File: src/include/datapath_macros.svh
`ifndef DATAPATH_MACROS_SVH
`define DATAPATH_MACROS_SVH

////////////////////////////////////////////////////////////////////////////
// Datapath widths
////////////////////////////////////////////////////////////////////////////

// Data word and ALU operand width
`define DP_WIDTH 32

// Register file depth and address width
`define DP_REG_COUNT 16
`define DP_REG_BITS 4

// Short immediate, sign-extended to DP_WIDTH in decode
`define DP_IMM_BITS 8

////////////////////////////////////////////////////////////////////////////
// Instruction word layout
////////////////////////////////////////////////////////////////////////////

// Full instruction word
`define DP_INSTR_BITS 16

// Opcode field, eight ALU operations
`define DP_OP_BITS 3

// Unused low bits of the register form
`define DP_SPARE_BITS 4

`endif
File: src/logic/statusPkg.sv
`default_nettype none

package statusPkg;

	////////////////////////////////////////////////////////////////////////
	// Program status register
	////////////////////////////////////////////////////////////////////////

	// Same bit order as the old PSRwrite vector, {C,L,F,Z,N}
	typedef struct packed {
		// Carry out of ADD, borrow of SUB
		logic c;
		// Unsigned less-than from CMP
		logic l;
		// Signed overflow
		logic f;
		// Operands equal
		logic z;
		// Signed less-than from CMP
		logic n;
	} psr_s;

	////////////////////////////////////////////////////////////////////////
	// Flag update from the ALU
	////////////////////////////////////////////////////////////////////////

	// New flag values plus a per-flag write mask
	// Flags with a clear mask bit keep their PSR value
	typedef struct packed {
		psr_s flags;
		psr_s mask;
	} flagUpdate_s;

	// No flag touched
	localparam flagUpdate_s noFlagUpdate = '0;

endpackage

`default_nettype wire

File: src/logic/isaPkg.sv
`default_nettype none

`include "datapath_macros.svh"

package isaPkg;

	////////////////////////////////////////////////////////////////////////
	// Opcodes
	////////////////////////////////////////////////////////////////////////

	// Encoding matches the existing ALU opcode map
	typedef enum logic [`DP_OP_BITS-1:0] {
		opAdd  = 3'd0,
		opSub  = 3'd1,
		opOr   = 3'd2,
		opAnd  = 3'd3,
		opXor  = 3'd4,
		opNot  = 3'd5,
		opMult = 3'd6,
		opCmp  = 3'd7
	} aluOp_e;

	////////////////////////////////////////////////////////////////////////
	// Instruction word, two views of the same 16 bits
	////////////////////////////////////////////////////////////////////////

	// Register form, second operand from rs
	typedef struct packed {
		aluOp_e                    opcode;
		logic                      immFlag;
		logic [`DP_REG_BITS-1:0]   rd;
		logic [`DP_REG_BITS-1:0]   rs;
		logic [`DP_SPARE_BITS-1:0] spare;
	} regForm_s;

	// Immediate form, second operand is imm8
	typedef struct packed {
		aluOp_e                  opcode;
		logic                    immFlag;
		logic [`DP_REG_BITS-1:0] rd;
		logic [`DP_IMM_BITS-1:0] imm8;
	} immForm_s;

	// immFlag sits at bit 12 in both views
	typedef union packed {
		regForm_s regForm;
		immForm_s immForm;
	} instrWord_u;

	////////////////////////////////////////////////////////////////////////
	// Decoded control
	////////////////////////////////////////////////////////////////////////

	typedef struct packed {
		aluOp_e                  op;
		logic [`DP_REG_BITS-1:0] rdAddr;
		logic [`DP_REG_BITS-1:0] rsAddr;
		logic                    useImm;
		// Already sign-extended
		logic [`DP_WIDTH-1:0]    immValue;
		logic                    regWrite;
		logic                    valid;
	} ctrl_s;

endpackage

`default_nettype wire

File: src/logic/cpuCore.sv
`default_nettype none
`timescale 1ns/10ps

`include "datapath_macros.svh"

module cpuCore (
	input  logic                    clk,
	input  logic                    rst,
	input  isaPkg::instrWord_u      instr,
	input  logic                    instrValid,
	output logic                    wbValid,
	output logic [`DP_REG_BITS-1:0] wbDest,
	output logic [`DP_WIDTH-1:0]    wbData,
	output statusPkg::psr_s         psr
);

	////////////////////////////////////////////////////////////////////////
	// Internal nets
	////////////////////////////////////////////////////////////////////////

	isaPkg::ctrl_s           ctrl;
	logic [`DP_WIDTH-1:0]    rdData;
	logic [`DP_WIDTH-1:0]    rsData;
	logic [`DP_WIDTH-1:0]    result;
	statusPkg::flagUpdate_s  flagUpd;
	logic                    wrEn;
	logic [`DP_REG_BITS-1:0] wrAddr;
	logic [`DP_WIDTH-1:0]    wrData;

	// Decode, all combinational
	instrDecode decode_i (
		.instr      (instr),
		.instrValid (instrValid),
		.ctrl       (ctrl)
	);

	// Operand fetch and commit target
	regFile regFile_i (
		.clk    (clk),
		.rst    (rst),
		.rdAddr (ctrl.rdAddr),
		.rsAddr (ctrl.rsAddr),
		.rdData (rdData),
		.rsData (rsData),
		.wrEn   (wrEn),
		.wrAddr (wrAddr),
		.wrData (wrData)
	);

	// Operand select lives inside the ALU
	alu alu_i (
		.ctrl    (ctrl),
		.rdData  (rdData),
		.rsData  (rsData),
		.result  (result),
		.flagUpd (flagUpd)
	);

	// Commit, PSR and observed outputs
	writeback writeback_i (
		.clk     (clk),
		.rst     (rst),
		.ctrl    (ctrl),
		.result  (result),
		.flagUpd (flagUpd),
		.wrEn    (wrEn),
		.wrAddr  (wrAddr),
		.wrData  (wrData),
		.wbValid (wbValid),
		.wbDest  (wbDest),
		.wbData  (wbData),
		.psr     (psr)
	);

endmodule

`default_nettype wire

File: src/logic/writeback.sv
`default_nettype none
`timescale 1ns/10ps

`include "datapath_macros.svh"

module writeback (
	input  logic                    clk,
	input  logic                    rst,
	input  isaPkg::ctrl_s           ctrl,
	input  logic [`DP_WIDTH-1:0]    result,
	input  statusPkg::flagUpdate_s  flagUpd,
	output logic                    wrEn,
	output logic [`DP_REG_BITS-1:0] wrAddr,
	output logic [`DP_WIDTH-1:0]    wrData,
	output logic                    wbValid,
	output logic [`DP_REG_BITS-1:0] wbDest,
	output logic [`DP_WIDTH-1:0]    wbData,
	output statusPkg::psr_s         psr
);

	////////////////////////////////////////////////////////////////////////
	// Register file write, same cycle
	////////////////////////////////////////////////////////////////////////

	// regWrite already excludes CMP
	assign wrEn   = ctrl.valid && ctrl.regWrite;
	assign wrAddr = ctrl.rdAddr;
	assign wrData = result;

	////////////////////////////////////////////////////////////////////////
	// PSR merge
	////////////////////////////////////////////////////////////////////////

	statusPkg::psr_s psrNext;

	// Per flag, new value where masked, old value elsewhere
	always_comb begin
		psrNext.c = flagUpd.mask.c ? flagUpd.flags.c : psr.c;
		psrNext.l = flagUpd.mask.l ? flagUpd.flags.l : psr.l;
		psrNext.f = flagUpd.mask.f ? flagUpd.flags.f : psr.f;
		psrNext.z = flagUpd.mask.z ? flagUpd.flags.z : psr.z;
		psrNext.n = flagUpd.mask.n ? flagUpd.flags.n : psr.n;
	end

	// Control state
	always_ff @(posedge clk) begin
		if (rst) begin
			wbValid <= 1'b0;
			psr     <= '0;
		end else begin
			wbValid <= ctrl.valid;
			if (ctrl.valid) begin
				psr <= psrNext;
			end
		end
	end

	// Observed result, shown the cycle after issue
	always_ff @(posedge clk) begin
		if (ctrl.valid) begin
			wbDest <= ctrl.rdAddr;
			wbData <= result;
		end
	end

	////////////////////////////////////////////////////////////////////////
	// Checks
	////////////////////////////////////////////////////////////////////////

	aUnmaskedHold: assert property (@(posedge clk) disable iff (rst)
		ctrl.valid |=> (((psr ^ $past(psr)) & ~$past(flagUpd.mask)) == '0))
		else $error("writeback: unmasked PSR bit changed");

	aWbValidFollows: assert property (@(posedge clk) disable iff (rst)
		ctrl.valid |=> wbValid)
		else $error("writeback: wbValid missing after valid");

endmodule

`default_nettype wire

File: src/logic/alu.sv
`default_nettype none
`timescale 1ns/10ps

`include "datapath_macros.svh"

module alu (
	input  isaPkg::ctrl_s          ctrl,
	input  logic [`DP_WIDTH-1:0]   rdData,
	input  logic [`DP_WIDTH-1:0]   rsData,
	output logic [`DP_WIDTH-1:0]   result,
	output statusPkg::flagUpdate_s flagUpd
);

	////////////////////////////////////////////////////////////////////////
	// Operands
	////////////////////////////////////////////////////////////////////////

	logic [`DP_WIDTH-1:0] arg1;
	logic [`DP_WIDTH-1:0] arg2;

	// rd is always the first source
	assign arg1 = rdData;
	// Immediate or rs
	assign arg2 = ctrl.useImm ? ctrl.immValue : rsData;

	////////////////////////////////////////////////////////////////////////
	// Arithmetic and compare
	////////////////////////////////////////////////////////////////////////

	// Extra bit holds the carry out
	logic [`DP_WIDTH:0]   sum;
	logic [`DP_WIDTH-1:0] diff;
	logic [`DP_WIDTH-1:0] product;

	logic addOvf;
	logic subOvf;
	logic ltUnsigned;
	logic ltSigned;
	logic equal;

	assign sum  = {1'b0, arg1} + {1'b0, arg2};
	assign diff = arg1 - arg2;
	// Low half of the product only
	assign product = arg1 * arg2;

	// ADD overflow, same-signed operands and a sum of the other sign
	assign addOvf = (arg1[`DP_WIDTH-1] == arg2[`DP_WIDTH-1]) &&
		(sum[`DP_WIDTH-1] != arg1[`DP_WIDTH-1]);

	// SUB overflow, operand signs differ and result sign leaves arg1
	assign subOvf = (arg1[`DP_WIDTH-1] != arg2[`DP_WIDTH-1]) &&
		(diff[`DP_WIDTH-1] != arg1[`DP_WIDTH-1]);

	// Comparators, also the SUB borrow
	assign ltUnsigned = arg1 < arg2;
	assign ltSigned   = $signed(arg1) < $signed(arg2);
	assign equal      = arg1 == arg2;

	////////////////////////////////////////////////////////////////////////
	// Result and flag update
	////////////////////////////////////////////////////////////////////////

	always_comb begin
		result  = sum[`DP_WIDTH-1:0];
		flagUpd = statusPkg::noFlagUpdate;
		case (ctrl.op)
			isaPkg::opAdd: begin
				result          = sum[`DP_WIDTH-1:0];
				flagUpd.flags.c = sum[`DP_WIDTH];
				flagUpd.flags.f = addOvf;
				flagUpd.mask.c  = 1'b1;
				flagUpd.mask.f  = 1'b1;
			end
			isaPkg::opSub: begin
				result = diff;
				// Carry is the borrow, l z n go to zero
				flagUpd.flags.c = ltUnsigned;
				flagUpd.flags.f = subOvf;
				flagUpd.mask    = '1;
			end
			isaPkg::opOr:   result = arg1 | arg2;
			isaPkg::opAnd:  result = arg1 & arg2;
			isaPkg::opXor:  result = arg1 ^ arg2;
			// Single operand
			isaPkg::opNot:  result = ~arg1;
			isaPkg::opMult: result = product;
			isaPkg::opCmp: begin
				// Difference goes out for observation, never written
				result          = diff;
				flagUpd.flags.l = ltUnsigned;
				flagUpd.flags.z = equal;
				flagUpd.flags.n = ltSigned;
				flagUpd.mask.l  = 1'b1;
				flagUpd.mask.z  = 1'b1;
				flagUpd.mask.n  = 1'b1;
			end
			default: result = sum[`DP_WIDTH-1:0];
		endcase
	end

	////////////////////////////////////////////////////////////////////////
	// Checks
	////////////////////////////////////////////////////////////////////////

	// Logic ops and MULT leave the PSR alone
	always_comb begin
		if (ctrl.valid && (ctrl.op inside {isaPkg::opOr, isaPkg::opAnd,
			isaPkg::opXor, isaPkg::opNot, isaPkg::opMult})) begin
			assert (flagUpd.mask == '0)
				else $error("alu: flag mask set for op %0d", ctrl.op);
		end
	end

endmodule

`default_nettype wire

File: src/logic/regFile.sv
`default_nettype none
`timescale 1ns/10ps

`include "datapath_macros.svh"

module regFile (
	input  logic                    clk,
	input  logic                    rst,
	input  logic [`DP_REG_BITS-1:0] rdAddr,
	input  logic [`DP_REG_BITS-1:0] rsAddr,
	output logic [`DP_WIDTH-1:0]    rdData,
	output logic [`DP_WIDTH-1:0]    rsData,
	input  logic                    wrEn,
	input  logic [`DP_REG_BITS-1:0] wrAddr,
	input  logic [`DP_WIDTH-1:0]    wrData
);

	////////////////////////////////////////////////////////////////////////
	// Storage
	////////////////////////////////////////////////////////////////////////

	// 16 x 32 general registers
	logic [`DP_WIDTH-1:0] regs [`DP_REG_COUNT];

	// All registers cleared on reset
	// Single write port, commits at the edge ending the cycle
	always_ff @(posedge clk) begin
		if (rst) begin
			for (int i = 0; i < `DP_REG_COUNT; i++) begin
				regs[i] <= '0;
			end
		end else if (wrEn) begin
			regs[wrAddr] <= wrData;
		end
	end

	////////////////////////////////////////////////////////////////////////
	// Read ports
	////////////////////////////////////////////////////////////////////////

	// Combinational, value after the last edge
	// No bypass needed, the write lands before the next instruction reads
	assign rdData = regs[rdAddr];
	assign rsData = regs[rsAddr];

endmodule

`default_nettype wire

File: src/logic/instrDecode.sv
`default_nettype none
`timescale 1ns/10ps

`include "datapath_macros.svh"

module instrDecode (
	input  isaPkg::instrWord_u instr,
	input  logic               instrValid,
	output isaPkg::ctrl_s      ctrl
);

	////////////////////////////////////////////////////////////////////////
	// Field extraction
	////////////////////////////////////////////////////////////////////////

	// Shared by both views
	logic                    immSel;
	isaPkg::aluOp_e          opcode;
	logic [`DP_REG_BITS-1:0] rdField;

	// Immediate view only
	logic [`DP_IMM_BITS-1:0] immRaw;
	logic [`DP_WIDTH-1:0]    immExt;

	// Register view only
	logic [`DP_REG_BITS-1:0] rsField;

	// immFlag is common to both views, read it through either one
	assign immSel  = instr.immForm.immFlag;
	assign opcode  = instr.immForm.opcode;
	assign rdField = instr.immForm.rd;

	assign immRaw = instr.immForm.imm8;
	assign rsField = instr.regForm.rs;

	// Sign extension of imm8
	assign immExt = {{(`DP_WIDTH - `DP_IMM_BITS){immRaw[`DP_IMM_BITS-1]}}, immRaw};

	////////////////////////////////////////////////////////////////////////
	// Control word
	////////////////////////////////////////////////////////////////////////

	always_comb begin
		ctrl.op     = opcode;
		ctrl.rdAddr = rdField;
		// rs is don't-care for the immediate form, ALU ignores it
		ctrl.rsAddr = rsField;
		ctrl.useImm = immSel;
		// Zero when unused, keeps the bus quiet
		ctrl.immValue = immSel ? immExt : '0;
		ctrl.valid    = instrValid;
		// CMP only sets flags
		ctrl.regWrite = instrValid && (opcode != isaPkg::opCmp);
	end

	////////////////////////////////////////////////////////////////////////
	// Checks
	////////////////////////////////////////////////////////////////////////

	// Nothing downstream may act on an idle cycle
	always_comb begin
		if (!instrValid) begin
			assert (!ctrl.valid && !ctrl.regWrite)
				else $error("instrDecode: valid or regWrite without instrValid");
		end
	end

endmodule

`default_nettype wire

File: config.mk
export PLATFORM = sky130hd
export DESIGN_NAME = cpuCore
export DESIGN_NICKNAME = d
export VERILOG_FILES = /design/src/logic/statusPkg.sv /design/src/logic/isaPkg.sv /design/src/logic/cpuCore.sv /design/src/logic/writeback.sv /design/src/logic/alu.sv /design/src/logic/regFile.sv /design/src/logic/instrDecode.sv
export VERILOG_INCLUDE_DIRS = /design/src /design/src/include
export SDC_FILE = /design/constraint.sdc
export NUM_CORES = 2
export LEC_CHECK = 0
export CAP_MARGIN = 25
export CORE_ASPECT_RATIO = 0.8
export CORE_MARGIN = 10
export CORE_UTILIZATION = 61
export CTS_BUF_LIST = sky130_fd_sc_hd__clkbuf_8
export DETAILED_ROUTE_END_ITERATION = 12
export DONT_BUFFER_PORTS = 1
export PLACE_DENSITY = 0.8
export SETUP_SLACK_MARGIN = 0.15
export SLEW_MARGIN = 25
export SYNTH_ARGS = -nofsm -noshare
export SYNTH_HDL_FRONTEND = slang
export SYNTH_SLANG_ARGS = --single-unit
File: constraint.sdc
create_clock -name clk -period 11.2 [get_ports clk]
set_clock_uncertainty 0.1 [all_clocks]
set_input_delay 2.24 -clock clk [delete_from_list [all_inputs] [get_ports clk]]
set_output_delay 2.24 -clock clk [all_outputs]
set_load 0.01 [all_outputs]
==> run metrics <==
Avg Cell Area, Syn roughly 11 µm²; worst skew pair latency 0.72 ns; Worst setup startpoint instr[4]; ys flop type edfxtp_1; first-pass GRT wire length between 200 and 300 mm; Post-Syn Nets 5091; Syn Std Cell Area about 48000 µm²; final design utilization about two thirds; worst slew pin tran roughly 1.2 ns; drt via density 6.96; WL/cell ~33 µm; worst hold path depth 2; count leader, synth nor2_1; First DRT Iteration DRCs between 6000 and 7000; capturing point of the worst reg2reg path regFile_i.regs[3][26]; Tcrit/Tclk final 96.4%; antenna violations before repair 5; crit start category input pin; Placer Congestion 1.11; clk buf depth 3; worst hold start writeback_i.psr[1]; Initial Util 61.5%; Distinct cells, synth 90; flop2flop setup slack 1.76 ns; largest net degree at the start of global routing 134; Max Slew Vio Count 0; Register-to-Register Path Depth 35; DR DRC count 0; Setup violations, final 0; top post-synthesis cells by count nor2_1, edfxtp_1, inv_1, fa_1, nand2_1; critical path peak fanout ~130; Tmin final about 11 ns; Core Footprint 78700 µm²; placed cell areas 51600 µm²; Async S/R FF share, synth 0%; Final Hold Viols 0; Multi-input gate area 28600 µm²; Req. time, crit path 11.48 ns; cell taking the most area after synthesis edfxtp_1; Hold Path End writeback_i.psr[1]; I/O Buffers 0; post-synthesis sequential area ratio roughly a third; CTS tree done; worst r2r src regFile_i.regs[10][4]; CP max stage delay 0.55 ns; share of the synthesized area in the top cell type 34.0%; RSZ-0062 raised after global routing no; Hold Crit Class reg2reg; CP Capture Type flop; data arrival time of the worst path 11.08 ns; Sequential cell area 16600 µm²; status finished clean; number of flops mapped to enable cells by yosys 548; H-tree levels 3; vias in the first global route between 30000 and 40000; area grow syn2layout 9.33%; via count 39187; Post-CTS Hold Buffers 0; clk slew on worst S/H paths 0.07 ns; TritonRoute pass-1 iters 7; CP Class in2reg; GR Util All Layers around two fifths; Ys Warns 0; Slowest cell on crit path mux4_2; Seq cells post-synth 554; # rows 92; max-cap violations 0; Design Area, Final approximately 53000 µm²; Syn Inst Count approximately 4400; Die Y 272 µm; Num CTS Buffers 73; top post-synthesis cells by area edfxtp_1, fa_1, mux4_2; HPWL after DPL approximately 130 mm; I/O Pins 61; DIE AREA roughly 91000 µm²; total wire length 188 mm; Net count, final 5181; number of antenna-violating nets in the routed design 0; Die Wd 335 µm; layout cells sized above 1 18.3%; grt ovf 0; Max-slew headroom 19.6%; clk sinks 554; filler cell count 5818; Root Buffer clkbuf_8; Fmax 0.0926 GHz
[layer usage]
layer,wire length (µm),track usage (%),vias to the layer above
met4,9490,16.3,10
met3,40200,23.8,643
li1,-,-,15426
met5,64,0,-
met1,66400,56.1,19112
met2,71500,52.5,3996
[stage by stage]
stage / setup TNS (ns) / hold slack, ns / setup slack (ns) / cells
floorplan: 0 / 0.376 / 0.142 / 4444
global placement: -3.38 / 0.404 / -0.0984 / 5491
detailed placement: -10.31 / 0.414 / -0.209 / 5491
CTS: 0 / 0.422 / 0.453 / 5623
global route: 0 / 0.463 / 0.196 / 5625
finish: 0 / 0.413 / 0.400 / 5629
[flip-flops by register name, summed over array words and instances (netlist names)]
register and count:
regFile_i.regs 512, writeback_i.psr 5, writeback_i.wbDest 4, writeback_i.wbData 32, writeback_i.wbValid 1
[worst max-delay path by stage]
stage	to	cells past startpoint
6_report	regFile_i.regs[3][26]	35
5_1_grt	regFile_i.regs[12][24]	36
4_1_cts	regFile_i.regs[12][26]	33
3_5_place_dp	regFile_i.regs[12][26]	33
3_3_place_gp	regFile_i.regs[4][26]	35
2_1_floorplan	regFile_i.regs[10][26]	36
[cells in the final DEF (no fill, tap or decap), drive strengths merged, types with 68 or more instances in the layout]
cell    instances
o21ai         107
a21oi         155
mux2i          68
nor2          865
nand2         298
inv           583
fa            410
mux4          271
buf           324
clkbuf         73
ha            218
edfxtp        548
[kinds of logic (layout without fill, tap and decap cells)]
logic type | Yosys count | count (layout) | synth area share [%]
and+or+nand+nor | 1389 | 1389 | 11.8
buffers and inverters | 877 | 1024 | 7.33
adders and majority gates | 628 | 628 | 22.6
DFF | 554 | 554 | 34.2
AOI/OAI and AO/OA | 546 | 546 | 7.77
muxes | 369 | 369 | 14.7
xor gates and xnor gates | 81 | 81 | 1.57
other | 0 | 4 | 0
[timing repair]
action / 4_1_cts / 5_1_grt
endpoints found under the setup margin: 0 / 89
setup buffers: 0 / 2
gates resized for setup: 0 / 5
[area by class of cell]
cell class                      count  area share, %
Clock inverter                     59          0.591
Timing Repair Buffer              324           5.77
Inverter                          568           4.03
Tap cell                         1034           2.44
Clock buffer                       73           1.90
Multi-Input combinational cell   3013           54.0
Sequential cell                   554           31.3
Antenna cell                        4         0.0189
[critical path: cells and delay by family]
kind / cells / cell delay (ns)
multiplexers: 3 / 1.26
adder cells (fa/ha/maj): 9 / 3.86
AO/OA/AOI/OAI: 9 / 1.88
AND/OR/NAND/NOR: 3 / 0.55
XOR/XNOR: 1 / 0.16
buffers and inverters: 10 / 0.95
Power is not shown: default switching activity piles up to over one toggle a cycle in this logic, so the estimate is an artifact.
